**config.mk**
```make
export PLATFORM = sky130hd
export DESIGN_NAME = phold_node
export DESIGN_NICKNAME = d
export VERILOG_FILES = /design/src/verilog/pdes_pkg.sv /design/src/verilog/mc_pkg.sv /design/src/verilog/sync_fifo.sv /design/src/verilog/rng_lfsr.sv /design/src/verilog/phold_core.sv /design/src/verilog/lp_state_mem.sv /design/src/verilog/phold_node.sv
export VERILOG_INCLUDE_DIRS = /design/src /design/src/verilog
export SDC_FILE = /design/constraint.sdc
export NUM_CORES = 1
export LEC_CHECK = 0
export BUFFER_PORTS_ARGS = -buffer_cell sky130_fd_sc_hd__clkbuf_2
export CAP_MARGIN = 30
export CORE_UTILIZATION = 45
export CTS_CLUSTER_SIZE = 40
export DETAILED_ROUTE_END_ITERATION = 10
export PLACE_DENSITY_LB_ADDON = 0.2
export SKIP_CTS_REPAIR_TIMING = 1
export SLEW_MARGIN = 5
export SYNTH_ARGS = -nofsm -noshare
export SYNTH_HDL_FRONTEND = slang
export SYNTH_SLANG_ARGS = --single-unit
```
**constraint.sdc**
```tcl
create_clock -name clk -period 6.9 [get_ports clk]
set_input_delay 1.035 -clock clk [delete_from_list [all_inputs] [get_ports clk]]
set_output_delay 1.035 -clock clk [all_outputs]
set_load 0.02 [all_outputs]
```
**src/verilog/phold_defines.svh**
```systemverilog
`ifndef PHOLD_DEFINES_SVH
`define PHOLD_DEFINES_SVH

// Event fields
`define TW 16 // Timestamp width
`define NIDB 3 // Process id width, NUM_LP <= 2**NIDB
`define NRB 8 // Random number width

// Queues and state storage
`define EVQ_DEPTH 4 // Entries per event FIFO
`define NUM_LP 8
`define REC_QUADS 2 // Quads in one process state record

// Smallest distance between an event and the one it spawns
`define MIN_GAP 10

`endif

```
**src/verilog/pdes_pkg.sv**
```systemverilog
`include "phold_defines.svh"

package pdes_pkg;

	// Simulation time
	typedef logic [`TW-1:0] time_t;

	// Logical process id
	typedef logic [`NIDB-1:0] lp_id_t;

	// One LFSR sample
	typedef logic [`NRB-1:0] rnd_t;

	// Id sits above the timestamp, same as in the state record
	typedef struct packed {
		lp_id_t id;
		time_t ts;
	} event_t;

endpackage

```
**src/verilog/mc_pkg.sv**
```systemverilog
package mc_pkg;

	// Request commands toward the state memory
	typedef enum logic [2:0] {
		MC_CMD_IDLE = 3'd0,
		MC_CMD_RD8 = 3'd1, // Read one quad
		MC_CMD_WR8 = 3'd2 // Write one quad
	} mc_cmd_e;

	// Response commands back to the core
	typedef enum logic [2:0] {
		MC_RSP_RD8_DATA = 3'd2,
		MC_RSP_WR_CMP = 3'd3
	} mc_rsp_e;

	// Quad address, {process id, quad index}
	typedef logic [3:0] mc_adr_t;

	// Echoed with the response, picks the quad of the record
	typedef logic rtnctl_t;

endpackage

```
**src/verilog/sync_fifo.sv**
```systemverilog
`timescale 1ns/100ps
`include "phold_defines.svh"

module sync_fifo #(
	parameter type item_t = logic [7:0],
	parameter int DEPTH = `EVQ_DEPTH
) (
	input logic clk,
	input logic rst,
	input logic push,
	input item_t din,
	input logic pop,
	output item_t dout,
	output logic full,
	output logic empty
);
	localparam int AW = $clog2(DEPTH);

	item_t buf_q [DEPTH];
	logic [AW-1:0] wr_ptr;
	logic [AW-1:0] rd_ptr;
	logic [AW:0] count; // Occupancy
	logic do_push;
	logic do_pop;

	assign full = (count == (AW+1)'(DEPTH));
	assign empty = (count == '0);
	assign do_push = push && !full; // Overflow is dropped
	assign do_pop = pop && !empty;
	assign dout = buf_q[rd_ptr]; // Head of queue

	always_ff @(posedge clk) begin
		if (rst) begin
			wr_ptr <= '0;
			rd_ptr <= '0;
			count <= '0;
		end else begin
			if (do_push)
				wr_ptr <= (wr_ptr == AW'(DEPTH-1)) ? '0 : wr_ptr + 1'b1;
			if (do_pop)
				rd_ptr <= (rd_ptr == AW'(DEPTH-1)) ? '0 : rd_ptr + 1'b1;
			case ({do_push, do_pop})
				2'b10: count <= count + 1'b1;
				2'b01: count <= count - 1'b1;
				default: count <= count; // Both or neither
			endcase
		end
	end

	always_ff @(posedge clk) begin
		if (do_push)
			buf_q[wr_ptr] <= din;
	end

endmodule

```
**src/verilog/rng_lfsr.sv**
```systemverilog
`timescale 1ns/100ps

module rng_lfsr (
	input logic clk,
	input logic rst,
	input logic step,
	output pdes_pkg::rnd_t rnd
);
	import pdes_pkg::*;

	rnd_t next_rnd;

	// Galois form of x^8+x^6+x^5+x^4+1, shifting right
	always_comb begin
		next_rnd = {1'b0, rnd[7:1]};
		if (rnd[0])
			next_rnd = next_rnd ^ 8'hB8; // Feedback taps
	end

	always_ff @(posedge clk) begin
		if (rst)
			rnd <= 8'h01; // Any nonzero seed works
		else if (step)
			rnd <= next_rnd; // One step per accepted event
	end

endmodule

```
**src/verilog/phold_core.sv**
```systemverilog
`timescale 1ns/100ps
`include "phold_defines.svh"

module phold_core (
	input logic clk,
	input logic rst,
	input logic event_valid,
	input pdes_pkg::event_t event_in,
	input pdes_pkg::rnd_t random_in,
	output logic ready,
	output logic new_event_ready,
	output pdes_pkg::event_t new_event,
	input logic ack,
	output logic rq_vld,
	output mc_pkg::mc_cmd_e rq_cmd,
	output mc_pkg::mc_adr_t rq_adr,
	output mc_pkg::rtnctl_t rq_rtnctl,
	output logic [63:0] rq_data,
	input logic rq_stall,
	input logic rs_vld,
	input mc_pkg::mc_rsp_e rs_cmd,
	input mc_pkg::rtnctl_t rs_rtnctl,
	input logic [63:0] rs_data
);
	import pdes_pkg::*;
	import mc_pkg::*;

	typedef enum logic [2:0] {
		S_IDLE,
		S_LD_MEM,
		S_LD_RTN,
		S_DELAY,
		S_ST_MEM,
		S_ST_RTN,
		S_WAIT
	} state_t;

	state_t state;
	event_t cur_ev; // Event being processed
	rnd_t cur_rnd; // Its random byte
	logic [63:0] rec [`REC_QUADS]; // State record of the target process
	logic [`REC_QUADS-1:0] got; // Responses seen per quad
	logic [2:0] dly_cnt;

	// Responses are taken into flops before use
	logic r_rs_vld;
	mc_rsp_e r_rs_cmd;
	rtnctl_t r_rs_rtnctl;
	logic [63:0] r_rs_data;

	mc_rsp_e exp_rsp;
	logic rq_accept;
	logic last_quad;
	logic rsp_hit;
	logic rec_done;

	assign ready = (state == S_IDLE);
	assign rq_accept = rq_vld && !rq_stall;
	assign last_quad = (rq_rtnctl == rtnctl_t'(`REC_QUADS-1));
	assign rec_done = &got;

	always_comb begin
		if (state == S_LD_MEM || state == S_LD_RTN)
			exp_rsp = MC_RSP_RD8_DATA;
		else
			exp_rsp = MC_RSP_WR_CMP;
	end
	assign rsp_hit = r_rs_vld && (r_rs_cmd == exp_rsp);

	// Record lives at {id, quad}; written back with the event in the low bits
	assign rq_adr = mc_adr_t'({cur_ev.id, rq_rtnctl});
	assign rq_data = {rec[rq_rtnctl][63:`TW+`NIDB], cur_ev};

	// Spawned event, target from the top bits and gap from the low ones
	assign new_event = '{
		id: cur_rnd[`NRB-1:`NRB-`NIDB],
		ts: cur_ev.ts + time_t'(`MIN_GAP) + time_t'(cur_rnd[`NRB-`NIDB-1:0])
	};

	always_ff @(posedge clk) begin
		if (rst) begin
			state <= S_IDLE;
			rq_vld <= 1'b0;
			rq_cmd <= MC_CMD_IDLE;
			rq_rtnctl <= '0;
			got <= '0;
			dly_cnt <= '0;
			new_event_ready <= 1'b0;
			r_rs_vld <= 1'b0;
		end else begin
			r_rs_vld <= rs_vld;
			if (rsp_hit)
				got[r_rs_rtnctl] <= 1'b1;
			case (state)
				S_IDLE: if (event_valid) begin
					state <= S_LD_MEM;
					rq_vld <= 1'b1;
					rq_cmd <= MC_CMD_RD8;
					rq_rtnctl <= '0;
				end
				S_LD_MEM, S_ST_MEM: if (rq_accept) begin
					if (last_quad) begin // Both quads issued
						rq_vld <= 1'b0;
						rq_cmd <= MC_CMD_IDLE;
						if (state == S_LD_MEM)
							state <= S_LD_RTN;
						else
							state <= S_ST_RTN;
					end else begin
						rq_rtnctl <= rq_rtnctl + 1'b1;
					end
				end
				S_LD_RTN: if (rec_done) begin
					got <= '0;
					dly_cnt <= '0;
					state <= S_DELAY;
				end
				S_DELAY: begin
					// Processing time of rnd[2:0] + 1 cycles
					if (dly_cnt == cur_rnd[2:0]) begin
						state <= S_ST_MEM;
						rq_vld <= 1'b1;
						rq_cmd <= MC_CMD_WR8;
						rq_rtnctl <= '0;
					end else begin
						dly_cnt <= dly_cnt + 1'b1;
					end
				end
				S_ST_RTN: if (rec_done) begin
					got <= '0;
					state <= S_WAIT;
					new_event_ready <= 1'b1;
				end
				S_WAIT: if (ack) begin // Output queue took the event
					state <= S_IDLE;
					new_event_ready <= 1'b0;
				end
				default: state <= S_IDLE;
			endcase
		end
	end

	always_ff @(posedge clk) begin
		r_rs_cmd <= rs_cmd;
		r_rs_rtnctl <= rs_rtnctl;
		r_rs_data <= rs_data;
		if (event_valid && ready) begin
			cur_ev <= event_in;
			cur_rnd <= random_in; // Value from before the LFSR step
		end
		if (rsp_hit && r_rs_cmd == MC_RSP_RD8_DATA)
			rec[r_rs_rtnctl] <= r_rs_data;
	end

endmodule

```
**src/verilog/lp_state_mem.sv**
```systemverilog
`timescale 1ns/100ps
`include "phold_defines.svh"

module lp_state_mem (
	input logic clk,
	input logic rst,
	input logic rq_vld,
	input mc_pkg::mc_cmd_e rq_cmd,
	input mc_pkg::mc_adr_t rq_adr,
	input mc_pkg::rtnctl_t rq_rtnctl,
	input logic [63:0] rq_data,
	output logic rq_stall,
	output logic rs_vld,
	output mc_pkg::mc_rsp_e rs_cmd,
	output mc_pkg::rtnctl_t rs_rtnctl,
	output logic [63:0] rs_data
);
	import mc_pkg::*;

	localparam int NQ = `NUM_LP * `REC_QUADS;

	logic [63:0] mem [NQ];
	logic accept;
	logic is_wr;

	// First response stage
	logic s0_vld;
	mc_rsp_e s0_cmd;
	rtnctl_t s0_rtnctl;
	logic [63:0] s0_data;

	assign accept = rq_vld && !rq_stall;
	assign is_wr = (rq_cmd == MC_CMD_WR8);

	always_ff @(posedge clk) begin
		if (rst) begin
			rq_stall <= 1'b0;
			s0_vld <= 1'b0;
			rs_vld <= 1'b0;
		end else begin
			rq_stall <= accept; // One dead cycle after each request
			s0_vld <= accept;
			rs_vld <= s0_vld;
		end
	end

	always_ff @(posedge clk) begin
		if (accept) begin
			s0_cmd <= is_wr ? MC_RSP_WR_CMP : MC_RSP_RD8_DATA;
			s0_rtnctl <= rq_rtnctl; // Echoed back unchanged
			s0_data <= is_wr ? rq_data : mem[rq_adr];
			if (is_wr)
				mem[rq_adr] <= rq_data;
		end
		rs_cmd <= s0_cmd;
		rs_rtnctl <= s0_rtnctl;
		rs_data <= s0_data;
	end

endmodule

```
**src/verilog/phold_node.sv**
```systemverilog
`timescale 1ns/100ps

module phold_node (
	input logic clk,
	input logic rst,
	input logic in_valid,
	input pdes_pkg::lp_id_t in_id,
	input pdes_pkg::time_t in_time,
	output logic in_ready,
	output logic out_valid,
	output pdes_pkg::time_t out_time,
	output pdes_pkg::lp_id_t out_target,
	input logic out_ack
);
	import pdes_pkg::*;
	import mc_pkg::*;

	event_t in_ev;
	event_t head_ev;
	event_t new_ev;
	event_t out_ev;
	logic in_full;
	logic in_empty;
	logic out_full;
	logic out_empty;
	logic core_ready;
	logic ev_take; // Pop into the core, also steps the LFSR
	logic new_rdy;
	rnd_t rnd;

	logic rq_vld;
	mc_cmd_e rq_cmd;
	mc_adr_t rq_adr;
	rtnctl_t rq_rtnctl;
	logic [63:0] rq_data;
	logic rq_stall;
	logic rs_vld;
	mc_rsp_e rs_cmd;
	rtnctl_t rs_rtnctl;
	logic [63:0] rs_data;

	assign in_ready = !in_full;
	assign in_ev = '{id: in_id, ts: in_time};
	assign ev_take = core_ready && !in_empty;

	assign out_valid = !out_empty;
	assign out_time = out_ev.ts;
	assign out_target = out_ev.id;

	sync_fifo #(.item_t(event_t)) ev_in_q (
		.clk(clk), .rst(rst),
		.push(in_valid && in_ready), .din(in_ev),
		.pop(ev_take), .dout(head_ev),
		.full(in_full), .empty(in_empty)
	);

	rng_lfsr rng0 (.clk(clk), .rst(rst), .step(ev_take), .rnd(rnd));

	phold_core core0 (
		.clk(clk), .rst(rst),
		.event_valid(ev_take), .event_in(head_ev), .random_in(rnd), .ready(core_ready),
		.new_event_ready(new_rdy), .new_event(new_ev), .ack(!out_full),
		.rq_vld(rq_vld), .rq_cmd(rq_cmd), .rq_adr(rq_adr), .rq_rtnctl(rq_rtnctl),
		.rq_data(rq_data), .rq_stall(rq_stall),
		.rs_vld(rs_vld), .rs_cmd(rs_cmd), .rs_rtnctl(rs_rtnctl), .rs_data(rs_data)
	);

	lp_state_mem mem0 (
		.clk(clk), .rst(rst),
		.rq_vld(rq_vld), .rq_cmd(rq_cmd), .rq_adr(rq_adr), .rq_rtnctl(rq_rtnctl),
		.rq_data(rq_data), .rq_stall(rq_stall),
		.rs_vld(rs_vld), .rs_cmd(rs_cmd), .rs_rtnctl(rs_rtnctl), .rs_data(rs_data)
	);

	// Core holds new_rdy until there is room here
	sync_fifo #(.item_t(event_t)) ev_out_q (
		.clk(clk), .rst(rst),
		.push(new_rdy && !out_full), .din(new_ev),
		.pop(out_ack), .dout(out_ev),
		.full(out_full), .empty(out_empty)
	);

endmodule

```
==> impl_summary.log <==
[metrics] NumNets Final: 623
[metrics] number of clock buffers inserted by TritonCTS: 22
[metrics] number of distinct standard cells referenced by the synthesized netlist: 62
[metrics] setup slack on the worst flop-to-flop path: 4.26 ns
[metrics] Max VDD drop: 0.212 mV
[metrics] number of design-rule violations left by the first detailed-router iteration: 200
[metrics] number of global-route vias before repair: 4,569
[metrics] Placer Congestion: 0.775
[metrics] sum of overflow across all layers after global routing: 0
[metrics] clock latency on the worst-skew pair: 0.51 ns
[metrics] via density per instance: 5.37
[metrics] Vert. Die Dim: 140 um
[metrics] Filler Cells Inserted: 1,495
[metrics] TritonCTS sink count: 210
[metrics] Syn-to-layout area delta: 14.1%
[metrics] most common library cell in the layout ignoring fill and taps: sky130_fd_sc_hd__edfxtp_1
[metrics] depth of the worst hold-timing path: 0
[metrics] hold path endpoint: core0.r_rs_rtnctl$_DFF_P_
[metrics] number of buffers and inverters on the critical path: 2
[metrics] headroom to the max-slew limit: 41.2%
[metrics] hold wc startpoint: mem0.rs_rtnctl$_DFF_P_
[metrics] setup slack of the critical path after layout: 3.94 ns
[metrics] number of buffers on the longest clock path: 3
[metrics] clock period minus worst slack: 2.96 ns
[metrics] skew final: 0.0171 ns
[metrics] Async S/R FF share, synth: 0%
[metrics] RSZ-0062 raised after global routing: no
[metrics] first-pass GRT wire length: 23.0 mm
[metrics] buffers added on ports: 40
[metrics] Maximum Capacitance Violations: 0
[metrics] primary flip-flop cell chosen by synthesis mapping: sky130_fd_sc_hd__edfxtp_1
[metrics] total die area: 19,600 um^2
[metrics] proportion of synthesized chip area in sequential cells: 68.5%
[metrics] cells along the critical path: buf_4, mux4_2, clkbuf_2
[metrics] kind of critical path: reg -> out
[metrics] Root Buffer Master: sky130_fd_sc_hd__clkbuf_16
[metrics] worst slack at placement: 4.26 ns
[metrics] pin count of the biggest net entering global routing: 38
[metrics] slowest stage delay, CP: 0.59 ns
[metrics] type of destination of the critical path: output pin
[metrics] commonest cells after routing, fill and taps aside: sky130_fd_sc_hd__edfxtp_1, sky130_fd_sc_hd__dfxtp_1, sky130_fd_sc_hd__clkbuf_2
[metrics] routed wire length: 14.1 mm
[metrics] EDFF count, synth: 166
[metrics] Reg2Reg Depth: 10
[metrics] DRC viols: 0
[metrics] layout cells sized above 1: 22.0%
[metrics] io pins: 44
[metrics] core outline area: 18,700 um^2
[metrics] nets in the synthesized netlist: 574
[metrics] hold slack: 0.325 ns
[metrics] Hold Crit Class: reg -> reg
[metrics] iteration count of the initial detailed-routing pass: 4
[metrics] Wirelength per Cell: 17.1 um
[metrics] post-route non-filler standard cell count: 824
[metrics] dpl cells: 783
[metrics] crit share post-route: 42.9%
[metrics] final count of hold timing violations: 0
[metrics] Post-Syn Instances: 525
[metrics] maximum fanout along the worst path: 19
[metrics] number of inserted diodes: 0
[metrics] Worst path top cell family by delay: multiplexers
[metrics] status: finished clean
[metrics] leakage dissipation: 3.35 nW
[metrics] H-tree levels: 1
[metrics] launching element type of the critical path: register
[metrics] worst endpoint required time: 5.86 ns
[metrics] Global Route Usage Sum: 14.9%
[metrics] worst reg2reg path startpoint: core0.cur_rnd[1]$_DFFE_PP_
[metrics] Peak Freq: 337 MHz
[metrics] clock tree from TritonCTS: built
[metrics] Yosys Warn Count: 0
[metrics] slowest cell on the critical path: sky130_fd_sc_hd__mux4_2
[metrics] die width: 140 um
[metrics] endpoint of the most critical register-to-register path: ev_out_q.buf_q[3][15]$_DFFE_PP_
[metrics] transition time at the pin with the least slew margin: 0.881 ns
[metrics] final setup violation count: 0
[metrics] Detailed Place HPWL: 9.21 mm
[metrics] post-route ant nets: 0
[metrics] total vias in the final route: 4,423
[metrics] clock slew at the register clock pins of the worst setup and hold paths: 0.06 ns
[metrics] row count: 50
[metrics] number of antenna violations at the first check in global routing: 0
[metrics] Worst EP arrival: 1.93 ns
[metrics] synthesized area per cell: 16.3 um^2
[metrics] Final Max Slew Viols: 0
[metrics] effective utilization at floorplan: 45.8%
[metrics] post-synthesis register bit count: 210
[metrics] cell area after synthesis: 8560 um^2
[metrics] PwrDens: 397 nW/um^2
[metrics] Post-Route Setup TNS: 0 ns
## through the flow
step | cell area [um^2] | utilization, % | power [W]
global route | 9770 | 52.3 | 0.00410
global placement | 8970 | 47.9 | 0.00269
CTS | 9750 | 52.1 | 0.00393
detailed placement | 9030 | 48.3 | 0.00275
finish | 9770 | 52.3 | 0.00388
floorplan | 8560 | - | 0.00251
## routing by layer
metal | vias to the layer above | wire (um) | GRT usage [%]
met4 | 0 | 281 | 5.09
li1 | 2117 | - | -
met2 | 85 | 7050 | 26.3
met5 | - | 0 | 0
met1 | 2194 | 6100 | 18.7
met3 | 27 | 626 | 2.56
## layout make-up
class | count | area (um^2) | area share [%]
flip-flops and latches | 210 | 5870 | 60.0
multi-input cells | 266 | 2490 | 25.4
clock buffers | 26 | 566 | 5.79
repair buffers | 48 | 310 | 3.17
well taps | 234 | 293 | 3.00
clock inverters | 14 | 155 | 1.59
inverters | 26 | 97.6 | 0.998
## where the power goes
part           internal (W)  switching [W]
combinational      0.000355       0.000534
sequential          0.00172       0.000112
clock              0.000700       0.000464
## worst register-to-register path: stages, from the launching register on
cell and delay [ns]:
sky130_fd_sc_hd__edfxtp_1 0.43, sky130_fd_sc_hd__inv_1 0.08, sky130_fd_sc_hd__ha_1 0.22, sky130_fd_sc_hd__inv_1 0.06
sky130_fd_sc_hd__ha_1 0.19, sky130_fd_sc_hd__inv_1 0.07, sky130_fd_sc_hd__fa_1 0.39, sky130_fd_sc_hd__nor2b_1 0.16
sky130_fd_sc_hd__o31a_1 0.28, sky130_fd_sc_hd__o2111ai_1 0.16, sky130_fd_sc_hd__xnor2_1 0.37
## sequential cells by signal, summed over array words and instances (netlist names), 2 cells and up, named ones only
register         cells
ev_in_q.rd_ptr       2
core0.cur_rnd        8
ev_out_q.rd_ptr      2
core0.got            2
ev_out_q.wr_ptr      2
core0.rq_cmd         2
ev_in_q.count        3
core0.dly_cnt        3
ev_out_q.buf_q      76
core0.rq_data       16
rng0.rnd             8
ev_in_q.wr_ptr       2
core0.state          3
ev_in_q.buf_q       64
ev_out_q.count       3
## worst max-delay path by stage
stage | slack (ns) | to | cells past startpoint | startpoint
6_report | 3.94 | out_time[1] | 3 | register
5_1_grt | 3.83 | out_time[5] | 3 | register
4_1_cts | 3.72 | out_time[1] | 2 | register
3_5_place_dp | 4.26 | out_time[1] | 2 | register
3_3_place_gp | 4.26 | out_time[13] | 2 | register
2_1_floorplan | 4.24 | ev_in_q.count[2]$_SDFFE_PP0P_ | 11 | core0.state[0]$_SDFFE_PP0P_
## cells in the mapped netlist, types with 4 or more instances
library cell,instances,area share (%)
sky130_fd_sc_hd__edfxtp_1,166,58
sky130_fd_sc_hd__dfxtp_1,44,10
sky130_fd_sc_hd__mux4_2,35,9.2
sky130_fd_sc_hd__a21oi_1,27,1.6
sky130_fd_sc_hd__nand2_1,27,1.2
sky130_fd_sc_hd__inv_1,26,1.1
sky130_fd_sc_hd__ha_1,23,3.4
sky130_fd_sc_hd__nor2_1,17,0.75
sky130_fd_sc_hd__xnor2_1,17,1.7
sky130_fd_sc_hd__clkbuf_1,12,0.53
sky130_fd_sc_hd__and3_1,9,0.66
sky130_fd_sc_hd__or3_1,9,0.66
sky130_fd_sc_hd__nor2b_1,8,0.58
sky130_fd_sc_hd__o21ai_0,8,0.47
sky130_fd_sc_hd__buf_2,7,0.41
sky130_fd_sc_hd__a211oi_1,6,0.53
sky130_fd_sc_hd__nand3_1,6,0.35
sky130_fd_sc_hd__and2_1,4,0.29
sky130_fd_sc_hd__o21a_1,4,0.35
sky130_fd_sc_hd__xor2_1,4,0.41
## kinds of logic after synthesis
kind of cell / after synthesis / synth area share [%]
buffers and inverters: 49 / 2.47
AOI/OAI and AO/OA: 69 / 5.32
xor gates and xnor gates: 24 / 2.72
DFF: 210 / 68.5
muxes: 39 / 9.69
and+or+nand+nor: 108 / 7.26
adders and majority gates: 26 / 4.06
No activity file was read; power rests on OpenSTA's default activity.
